$ cat src/logic/nodeBusPkg.sv
`default_nettype none

package nodeBusPkg;

	// core data channel
	localparam int DataWidth = 64;
	localparam int TagWidth = 8;
	localparam int SizeWidth = 3;

	// error and interrupt reporting
	localparam int SelWidth = 24;
	localparam int ErrCodeWidth = 29;
	localparam int IntCodeWidth = 16;

	// one word handed back to the core, 75 bits
	typedef struct packed {
		logic [SizeWidth-1:0] size;
		logic [TagWidth-1:0] tag;
		logic [DataWidth-1:0] data;
	} returnWord;

	// one logged error, 53 bits
	typedef struct packed {
		logic [SelWidth-1:0] sel;
		logic [ErrCodeWidth-1:0] code;
	} errorRecord;

endpackage

`default_nettype wire

$ cat src/logic/nodeTimingPkg.sv
`default_nettype none

package nodeTimingPkg;

	// periodic tick, in clock cycles
	localparam int TickScale = 20;
	localparam int TickCountWidth = 8;

	// buffering
	localparam int ReturnFifoDepth = 16;
	localparam int ErrorFifoDepth = 8;

endpackage

`default_nettype wire

$ cat src/logic/returnSource.sv
`timescale 1ns/1ps
`default_nettype none

interface returnSource;
	import nodeBusPkg::*;

	logic valid;
	logic pop;
	logic [SizeWidth-1:0] size;
	logic [TagWidth-1:0] tag;
	logic [DataWidth-1:0] data;

	// driven by a fifo head or the local port
	modport source (output valid, size, tag, data, input pop);

	// the merger consumes one word per pop pulse
	modport sink (input valid, size, tag, data, output pop);

endinterface

`default_nettype wire

$ cat src/logic/syncFifo.sv
`timescale 1ns/1ps
`default_nettype none

module syncFifo #(
	parameter type T = logic [7:0],
	parameter int Depth = 16
)
(
	input wire EXTCLK,
	input wire rstN,
	input wire clear,
	input wire push,
	input wire T din,
	input wire pop,
	output T dout,
	output logic valid,
	output logic full
);

	T mem [Depth];
	logic [$clog2(Depth)-1:0] wrPtr;
	logic [$clog2(Depth)-1:0] rdPtr;
	logic [$clog2(Depth+1)-1:0] count;
	logic doPop;

	assign valid = (count != '0);
	assign full = (int'(count) == Depth);
	assign dout = mem[rdPtr];

	// empty pop does nothing
	assign doPop = pop & valid;

	always_ff @(posedge EXTCLK)
	begin
		if (push)
			mem[wrPtr] <= din;
	end

	always_ff @(posedge EXTCLK or negedge rstN)
	begin
		if (!rstN)
		begin
			wrPtr <= '0;
			rdPtr <= '0;
			count <= '0;
		end
		else if (clear)
		begin
			wrPtr <= '0;
			rdPtr <= '0;
			count <= '0;
		end
		else
		begin
			if (push)
				wrPtr <= (int'(wrPtr) == Depth - 1) ? '0 : wrPtr + 1'b1;
			if (doPop)
				rdPtr <= (int'(rdPtr) == Depth - 1) ? '0 : rdPtr + 1'b1;
			// simultaneous push and pop keeps the count
			if (push != doPop)
				count <= push ? count + 1'b1 : count - 1'b1;
		end
	end

endmodule

`default_nettype wire

$ cat src/logic/returnMerge.sv
`timescale 1ns/1ps
`default_nettype none

module returnMerge
(
	input wire EXTCLK,
	input wire rstN,
	returnSource.sink net,
	returnSource.sink stream,
	returnSource.sink localIn,
	output logic coreDrdy,
	output nodeBusPkg::returnWord coreWord
);
	import nodeBusPkg::*;

	logic takeNet;
	logic takeStream;
	logic takeLocal;
	logic anyTake;
	returnWord winner;

	// network first, then stream, local memory last
	assign takeNet = net.valid;
	assign takeStream = stream.valid & ~net.valid;
	assign takeLocal = localIn.valid & ~net.valid & ~stream.valid;
	assign anyTake = takeNet | takeStream | takeLocal;

	// the winner is consumed in the same cycle
	assign net.pop = takeNet;
	assign stream.pop = takeStream;
	assign localIn.pop = takeLocal;

	always_comb
	begin
		if (takeNet)
			winner = '{size: net.size, tag: net.tag, data: net.data};
		else if (takeStream)
			winner = '{size: stream.size, tag: stream.tag, data: stream.data};
		else
			winner = '{size: localIn.size, tag: localIn.tag, data: localIn.data};
	end

	always_ff @(posedge EXTCLK or negedge rstN)
	begin
		if (!rstN)
			coreDrdy <= 1'b0;
		else
			coreDrdy <= anyTake;
	end

	// word only matters while coreDrdy is high
	always_ff @(posedge EXTCLK)
	begin
		if (anyTake)
			coreWord <= winner;
	end

endmodule

`default_nettype wire

$ cat src/logic/tickTimer.sv
`timescale 1ns/1ps
`default_nettype none

module tickTimer
(
	input wire EXTCLK,
	input wire rstN,
	input wire clear,
	output logic tick
);
	import nodeTimingPkg::*;

	logic [TickCountWidth-1:0] count;

	always_ff @(posedge EXTCLK or negedge rstN)
	begin
		if (!rstN)
		begin
			count <= '0;
			tick <= 1'b0;
		end
		else if (clear)
		begin
			count <= '0;
			tick <= 1'b0;
		end
		// last cycle of the period
		else if (count == TickCountWidth'(TickScale - 1))
		begin
			count <= '0;
			tick <= 1'b1;
		end
		else
		begin
			count <= count + 1'b1;
			tick <= 1'b0;
		end
	end

endmodule

`default_nettype wire

$ cat src/logic/nodeControl.sv
`timescale 1ns/1ps
`default_nettype none

module nodeControl
(
	input wire EXTCLK,
	input wire rstN,
	input wire softReset,
	input wire intReq,
	input wire [nodeBusPkg::IntCodeWidth-1:0] intCode,
	input wire intEna,
	input wire coreEmpty,
	input wire coreBkpt,
	input wire errValid,
	input wire errMsgAck,
	output logic nodeClear,
	output logic intAck,
	output logic [nodeBusPkg::IntCodeWidth-1:0] intVector,
	output logic coreStop,
	output logic errMsgReq
);

	typedef enum logic [1:0]
	{
		ErrIdle,
		ErrReq,
		ErrDone
	} errStateType;

	logic intPending;
	logic intGrant;
	errStateType errState;

	//==========================================================
	// soft reset filter
	always_ff @(posedge EXTCLK or negedge rstN)
	begin
		if (!rstN)
			nodeClear <= 1'b0;
		else
			nodeClear <= softReset;
	end

	//==========================================================
	// interrupt sequencing

	// core drained and not parked on a breakpoint
	assign intGrant = intPending & intReq & intEna & coreEmpty & ~coreBkpt;
	assign coreStop = intPending;

	always_ff @(posedge EXTCLK or negedge rstN)
	begin
		if (!rstN)
		begin
			intPending <= 1'b0;
			intAck <= 1'b0;
		end
		else
		begin
			// held until granted, dropped when intEna goes away
			intPending <= (intPending | intReq) & intEna & ~intAck & ~intGrant;
			if (intGrant)
				intAck <= 1'b1;
			else if (!intReq)
				intAck <= 1'b0;
		end
	end

	always_ff @(posedge EXTCLK)
	begin
		if (intGrant)
			intVector <= intCode;
	end

	//==========================================================
	// error announcement handshake
	always_ff @(posedge EXTCLK or negedge rstN)
	begin
		if (!rstN)
			errState <= ErrIdle;
		else
		begin
			case (errState)
				ErrIdle:
					if (errValid)
						errState <= ErrReq;
				ErrReq:
					if (errMsgAck)
						errState <= ErrDone;
				default:
					// wait for the host to release ack
					if (!errMsgAck)
						errState <= ErrIdle;
			endcase
		end
	end

	assign errMsgReq = (errState == ErrReq);

endmodule

`default_nettype wire

$ cat src/logic/nodeHub.sv
`timescale 1ns/1ps
`default_nettype none

module nodeHub
(
	input wire EXTCLK,
	input wire rstN,
	input wire softReset,
	output logic tick,
	// stream controller returns
	input wire streamPush,
	input wire [nodeBusPkg::SizeWidth-1:0] streamSize,
	input wire [nodeBusPkg::TagWidth-1:0] streamTag,
	input wire [nodeBusPkg::DataWidth-1:0] streamData,
	output logic streamFull,
	// network returns
	input wire netPush,
	input wire [nodeBusPkg::SizeWidth-1:0] netSize,
	input wire [nodeBusPkg::TagWidth-1:0] netTag,
	input wire [nodeBusPkg::DataWidth-1:0] netData,
	output logic netFull,
	// local memory returns
	input wire localValid,
	input wire [nodeBusPkg::SizeWidth-1:0] localSize,
	input wire [nodeBusPkg::TagWidth-1:0] localTag,
	input wire [nodeBusPkg::DataWidth-1:0] localData,
	output logic localRd,
	// core data channel
	output logic coreDrdy,
	output logic [nodeBusPkg::SizeWidth-1:0] coreSize,
	output logic [nodeBusPkg::TagWidth-1:0] coreTag,
	output logic [nodeBusPkg::DataWidth-1:0] coreData,
	// error reports
	input wire errStb,
	input wire [nodeBusPkg::ErrCodeWidth-1:0] errCode,
	input wire [nodeBusPkg::SelWidth-1:0] cpsr,
	input wire errRead,
	output logic errValid,
	output logic [nodeBusPkg::SelWidth-1:0] errSel,
	output logic [nodeBusPkg::ErrCodeWidth-1:0] errOut,
	output logic errMsgReq,
	input wire errMsgAck,
	// interrupts
	input wire intReq,
	input wire [nodeBusPkg::IntCodeWidth-1:0] intCode,
	input wire intEna,
	output logic intAck,
	output logic [nodeBusPkg::IntCodeWidth-1:0] intVector,
	input wire coreEmpty,
	input wire coreBkpt,
	output logic coreStop
);
	import nodeBusPkg::*;
	import nodeTimingPkg::*;

	logic nodeClear;
	logic errFull;
	logic errPush;
	returnWord streamWord;
	returnWord netWord;
	returnWord streamHead;
	returnWord netHead;
	returnWord coreWord;
	errorRecord errWord;
	errorRecord errHead;

	returnSource netSrc();
	returnSource streamSrc();
	returnSource localSrc();

	//==========================================================
	// return path
	assign streamWord = '{size: streamSize, tag: streamTag, data: streamData};
	assign netWord = '{size: netSize, tag: netTag, data: netData};

	syncFifo #(.T(returnWord), .Depth(ReturnFifoDepth)) streamFifo
	(
		.EXTCLK(EXTCLK), .rstN(rstN), .clear(nodeClear),
		.push(streamPush), .din(streamWord), .pop(streamSrc.pop),
		.dout(streamHead), .valid(streamSrc.valid), .full(streamFull)
	);

	syncFifo #(.T(returnWord), .Depth(ReturnFifoDepth)) netFifo
	(
		.EXTCLK(EXTCLK), .rstN(rstN), .clear(nodeClear),
		.push(netPush), .din(netWord), .pop(netSrc.pop),
		.dout(netHead), .valid(netSrc.valid), .full(netFull)
	);

	assign {streamSrc.size, streamSrc.tag, streamSrc.data} = streamHead;
	assign {netSrc.size, netSrc.tag, netSrc.data} = netHead;

	// local memory bypasses the buffers
	assign localSrc.valid = localValid;
	assign {localSrc.size, localSrc.tag, localSrc.data} = {localSize, localTag, localData};
	assign localRd = localSrc.pop;

	returnMerge merge
	(
		.EXTCLK(EXTCLK), .rstN(rstN),
		.net(netSrc), .stream(streamSrc), .localIn(localSrc),
		.coreDrdy(coreDrdy), .coreWord(coreWord)
	);

	assign {coreSize, coreTag, coreData} = coreWord;

	//==========================================================
	// error log
	assign errWord = '{sel: cpsr, code: errCode};
	// reports arriving on a full log are lost
	assign errPush = errStb & ~errFull;

	syncFifo #(.T(errorRecord), .Depth(ErrorFifoDepth)) errFifo
	(
		.EXTCLK(EXTCLK), .rstN(rstN), .clear(nodeClear),
		.push(errPush), .din(errWord), .pop(errRead),
		.dout(errHead), .valid(errValid), .full(errFull)
	);

	assign {errSel, errOut} = errHead;

	//==========================================================
	// timing and control
	tickTimer timer
	(
		.EXTCLK(EXTCLK), .rstN(rstN), .clear(nodeClear), .tick(tick)
	);

	nodeControl control
	(
		.EXTCLK(EXTCLK), .rstN(rstN), .softReset(softReset),
		.intReq(intReq), .intCode(intCode), .intEna(intEna),
		.coreEmpty(coreEmpty), .coreBkpt(coreBkpt),
		.errValid(errValid), .errMsgAck(errMsgAck),
		.nodeClear(nodeClear), .intAck(intAck), .intVector(intVector),
		.coreStop(coreStop), .errMsgReq(errMsgReq)
	);

endmodule

`default_nettype wire

$ cat config.mk
export PLATFORM = sky130hd
export DESIGN_NAME = nodeHub
export DESIGN_NICKNAME = d
export VERILOG_FILES = /design/src/logic/nodeBusPkg.sv /design/src/logic/nodeTimingPkg.sv /design/src/logic/returnSource.sv /design/src/logic/syncFifo.sv /design/src/logic/returnMerge.sv /design/src/logic/tickTimer.sv /design/src/logic/nodeControl.sv /design/src/logic/nodeHub.sv
export SDC_FILE = /design/constraint.sdc
export NUM_CORES = 2
export LEC_CHECK = 0
export BUFFER_PORTS_ARGS = -buffer_cell sky130_fd_sc_hd__buf_2
export CORE_ASPECT_RATIO = 1.2
export CORE_MARGIN = 3
export CORE_UTILIZATION = 54
export DETAILED_ROUTE_END_ITERATION = 6
export PLACE_DENSITY = 0.71
export SYNTH_ARGS = -nofsm -noshare
export SYNTH_HDL_FRONTEND = slang
export SYNTH_SLANG_ARGS = --single-unit
$ cat constraint.sdc
create_clock -name EXTCLK -period 8.72 [get_ports EXTCLK]
set_input_delay 0.872 -clock EXTCLK [delete_from_list [all_inputs] [get_ports EXTCLK]]
set_output_delay 0.872 -clock EXTCLK [all_outputs]
set_load 0.02 [all_outputs]
==> metrics.cfg <==
[floorplan]
dieArea_um2=216000
rows=183
placeableCoreArea_um2=208000
io_pins=460
die_height_um=508
die_x_um=425
start_util=0.545

[sta]
report.final.hold_viol_count=0
skew_ns=0.0587
tightest_slew_ns=1.17
fin_crit_sh=0.524
finalSetupViolCount=0
layout_min_cycle_time_ns=4.57
max_freq_mhz=219
rsz0062_at_grt=false
timing.setup.tns_ns=0
hold_slack_ns=0.0823
finalMaxSlewViolations=0
setup_ws_ns=4.15
max_slew_margin=0.216

[critical_path]
rrSetupSlack_ns=4.50
crit_arrival_ns=3.70
reg2reg_from=netFifo.rdPtr[2]
end_kind=primary output
r2r-end=merge.coreWord[4]
critPathLaunchType=flip-flop
criticalPathCategory=reg -> out
cp_data_required_time_ns=7.85
crit_path_max_fanout=47
r2r.worst_path.cells=6

[cts]
cts_sinks=2966
cts_tree=done
cts_root_buffer=clkbuf_16
clock_latency_ns=0.93
ctsResizeCount=0
htree_levels=5
clkTransAtPathRegs_ns=0.06
cts.path.max_buffers=4
cts_buffers=294

[placement]
port-buffer-count=459
dpl_worst_slack_ns=4.60
dp.cells=8147
place_congestion=0.848
post_dp_cell_area_um2=119000
hpwl_um=159000

[global_routing]
grt_usage=0.259
overflow=0
antenna_found_initial=85
grt_pass1_vias=54200
grt_pass1_wl_um=399000
grt_max_degree=159

[synth]
synth_cells=5056
synth_ff_type=edfxtp_1
ys_ff_latch=2966
avgSynthCellArea_um2=22.5
async_flop_share=0.0172
syn_nets=5389
syn_area_um2=114000
synth.largest_area_cell=edfxtp_1
ys_seq_area_frac=0.782
synthTopCellsByArea=edfxtp_1 77%, mux4_2 12%, mux2_2 2.8%
synth_edf_count=2915
yosysUniqueCellTypes=50
synth_warnings=0
synth_top_area_frac=0.771

[layout]
layout-drive-gt1-share=0.333
final_common_cell=edfxtp_1
final_area_um2=129000
layout_common_cells=2,915 x edfxtp_1, 616 x mux4_2, 459 x buf_2
fin_cells=8701
synthToLayoutAreaGrowth_pct=13.6
layout.nets=6002

[route]
antenna_left=0
num_vias=55500
drc=0
wl_um=279000
vias_per_cell=6.38
wl_per_cell_um=32.1
drt_first_iter_violations=7241
first_pass_iters=6

[run_status]
status=completed

[hold_path]
holdPathEnd=control.nodeClear
hold_path.class=in -> reg
hp-start=softReset
whs_path_depth=1

[power]
p_per_area_nw_per_um2=288
ir_worst_vdd_mv=0.220
leakage_uw=0.0407

[flow_run]
cap_violations=0

## critical path, cell delays in order (launching register included)
cell	delay [ns]
dfrtp_4	0.80
buf_4	0.83
mux4_2	0.60
mux2_2	0.31
buf_2	0.17
## state kept, by name, summed over array words and instances (netlist names), 4 cells and up
| register | count |
|---|---|
| control.intVector | 16 |
| streamFifo.rdPtr | 4 |
| errFifo.count | 4 |
| merge.coreWord | 75 |
| netFifo.rdPtr | 4 |
| streamFifo.count | 5 |
| streamFifo.mem | 1200 |
| timer.count | 8 |
| netFifo.mem | 1200 |
| netFifo.wrPtr | 4 |
| netFifo.count | 5 |
| errFifo.mem | 424 |
| streamFifo.wrPtr | 4 |
## worst max path at each step
stage,slack (ns),cells past startpoint,from,endpoint
after floorplan,1.60,2,streamPush,streamFifo.mem[4][0]
after global placement,4.60,6,netFifo.rdPtr[2],merge.coreWord[4]
after detailed placement,4.60,7,netFifo.rdPtr[2],merge.coreWord[20]
after CTS,3.98,4,errFifo.rdPtr[0],errSel[11]
after global routing,3.85,4,errFifo.rdPtr[0],errSel[11]
final,4.15,4,errFifo.rdPtr[0],errSel[11]
## area by class of cell
cell class / instances / area [um2]
inverter: 13 / 48.8
fill: 13800 / 79100
tap: 2775 / 3470
sequential: 2966 / 88800
antenna: 45 / 113
clock inverter: 156 / 1670
clock buffer: 352 / 7710
timing repair buffer: 585 / 3280
multi-input combinational: 1809 / 23900
## where the power goes
group          total (uW)  internal, uW  switching (uW)
clock               12400          7310            5110
sequential          16900         16300             587
combinational        7870          3470            4390
## cells by family (layout without fill, tap and decap cells)
| kind of cell | after synthesis | in the layout | synth area share |
|---|---|---|---|
| buf+inv | 281 | 1106 | 0.0108 |
| xor+xnor | 22 | 22 | 0.00170 |
| flops | 2966 | 2966 | 0.782 |
| compound gates | 339 | 339 | 0.0225 |
| simple gates | 353 | 353 | 0.0144 |
| mux | 1069 | 1069 | 0.165 |
| other cells | 0 | 45 | 0 |
| fa+ha+maj | 26 | 26 | 0.00306 |
## per-stage QoR
stage,utilization,total power (uW)
global placement,0.574,25000
detailed placement,0.574,25000
global route,0.619,38400
floorplan,-,22400
CTS,0.619,37400
finish,0.620,37200
## what timing repair did
item                                    CTS  global route
endpoints found under the setup margin    0             0
endpoints found under the hold margin     2             0
buffers inserted                          0             0
hold buffers                              1             0
## synth_stat cells (50+ instances only)
master    number
a21oi_1       60
a22oi_1       76
buf_2        102
clkbuf_1     121
dfrtp_1       51
edfxtp_1    2915
mux2_2       279
mux2i_1      174
mux4_2       616
nand2_1      113
nor2_1        99
nor2b_1       50
## routing by layer
layer  vias to the layer above  GRT usage  wire length (um)
li1                      22600          -                 -
met3                       467     0.0659             29700
met5                         -          0               299
met4                        44     0.0766              8520
met1                     29400      0.384            112000
met2                      2987      0.384            129000
Power figures use the tool's default switching activity.
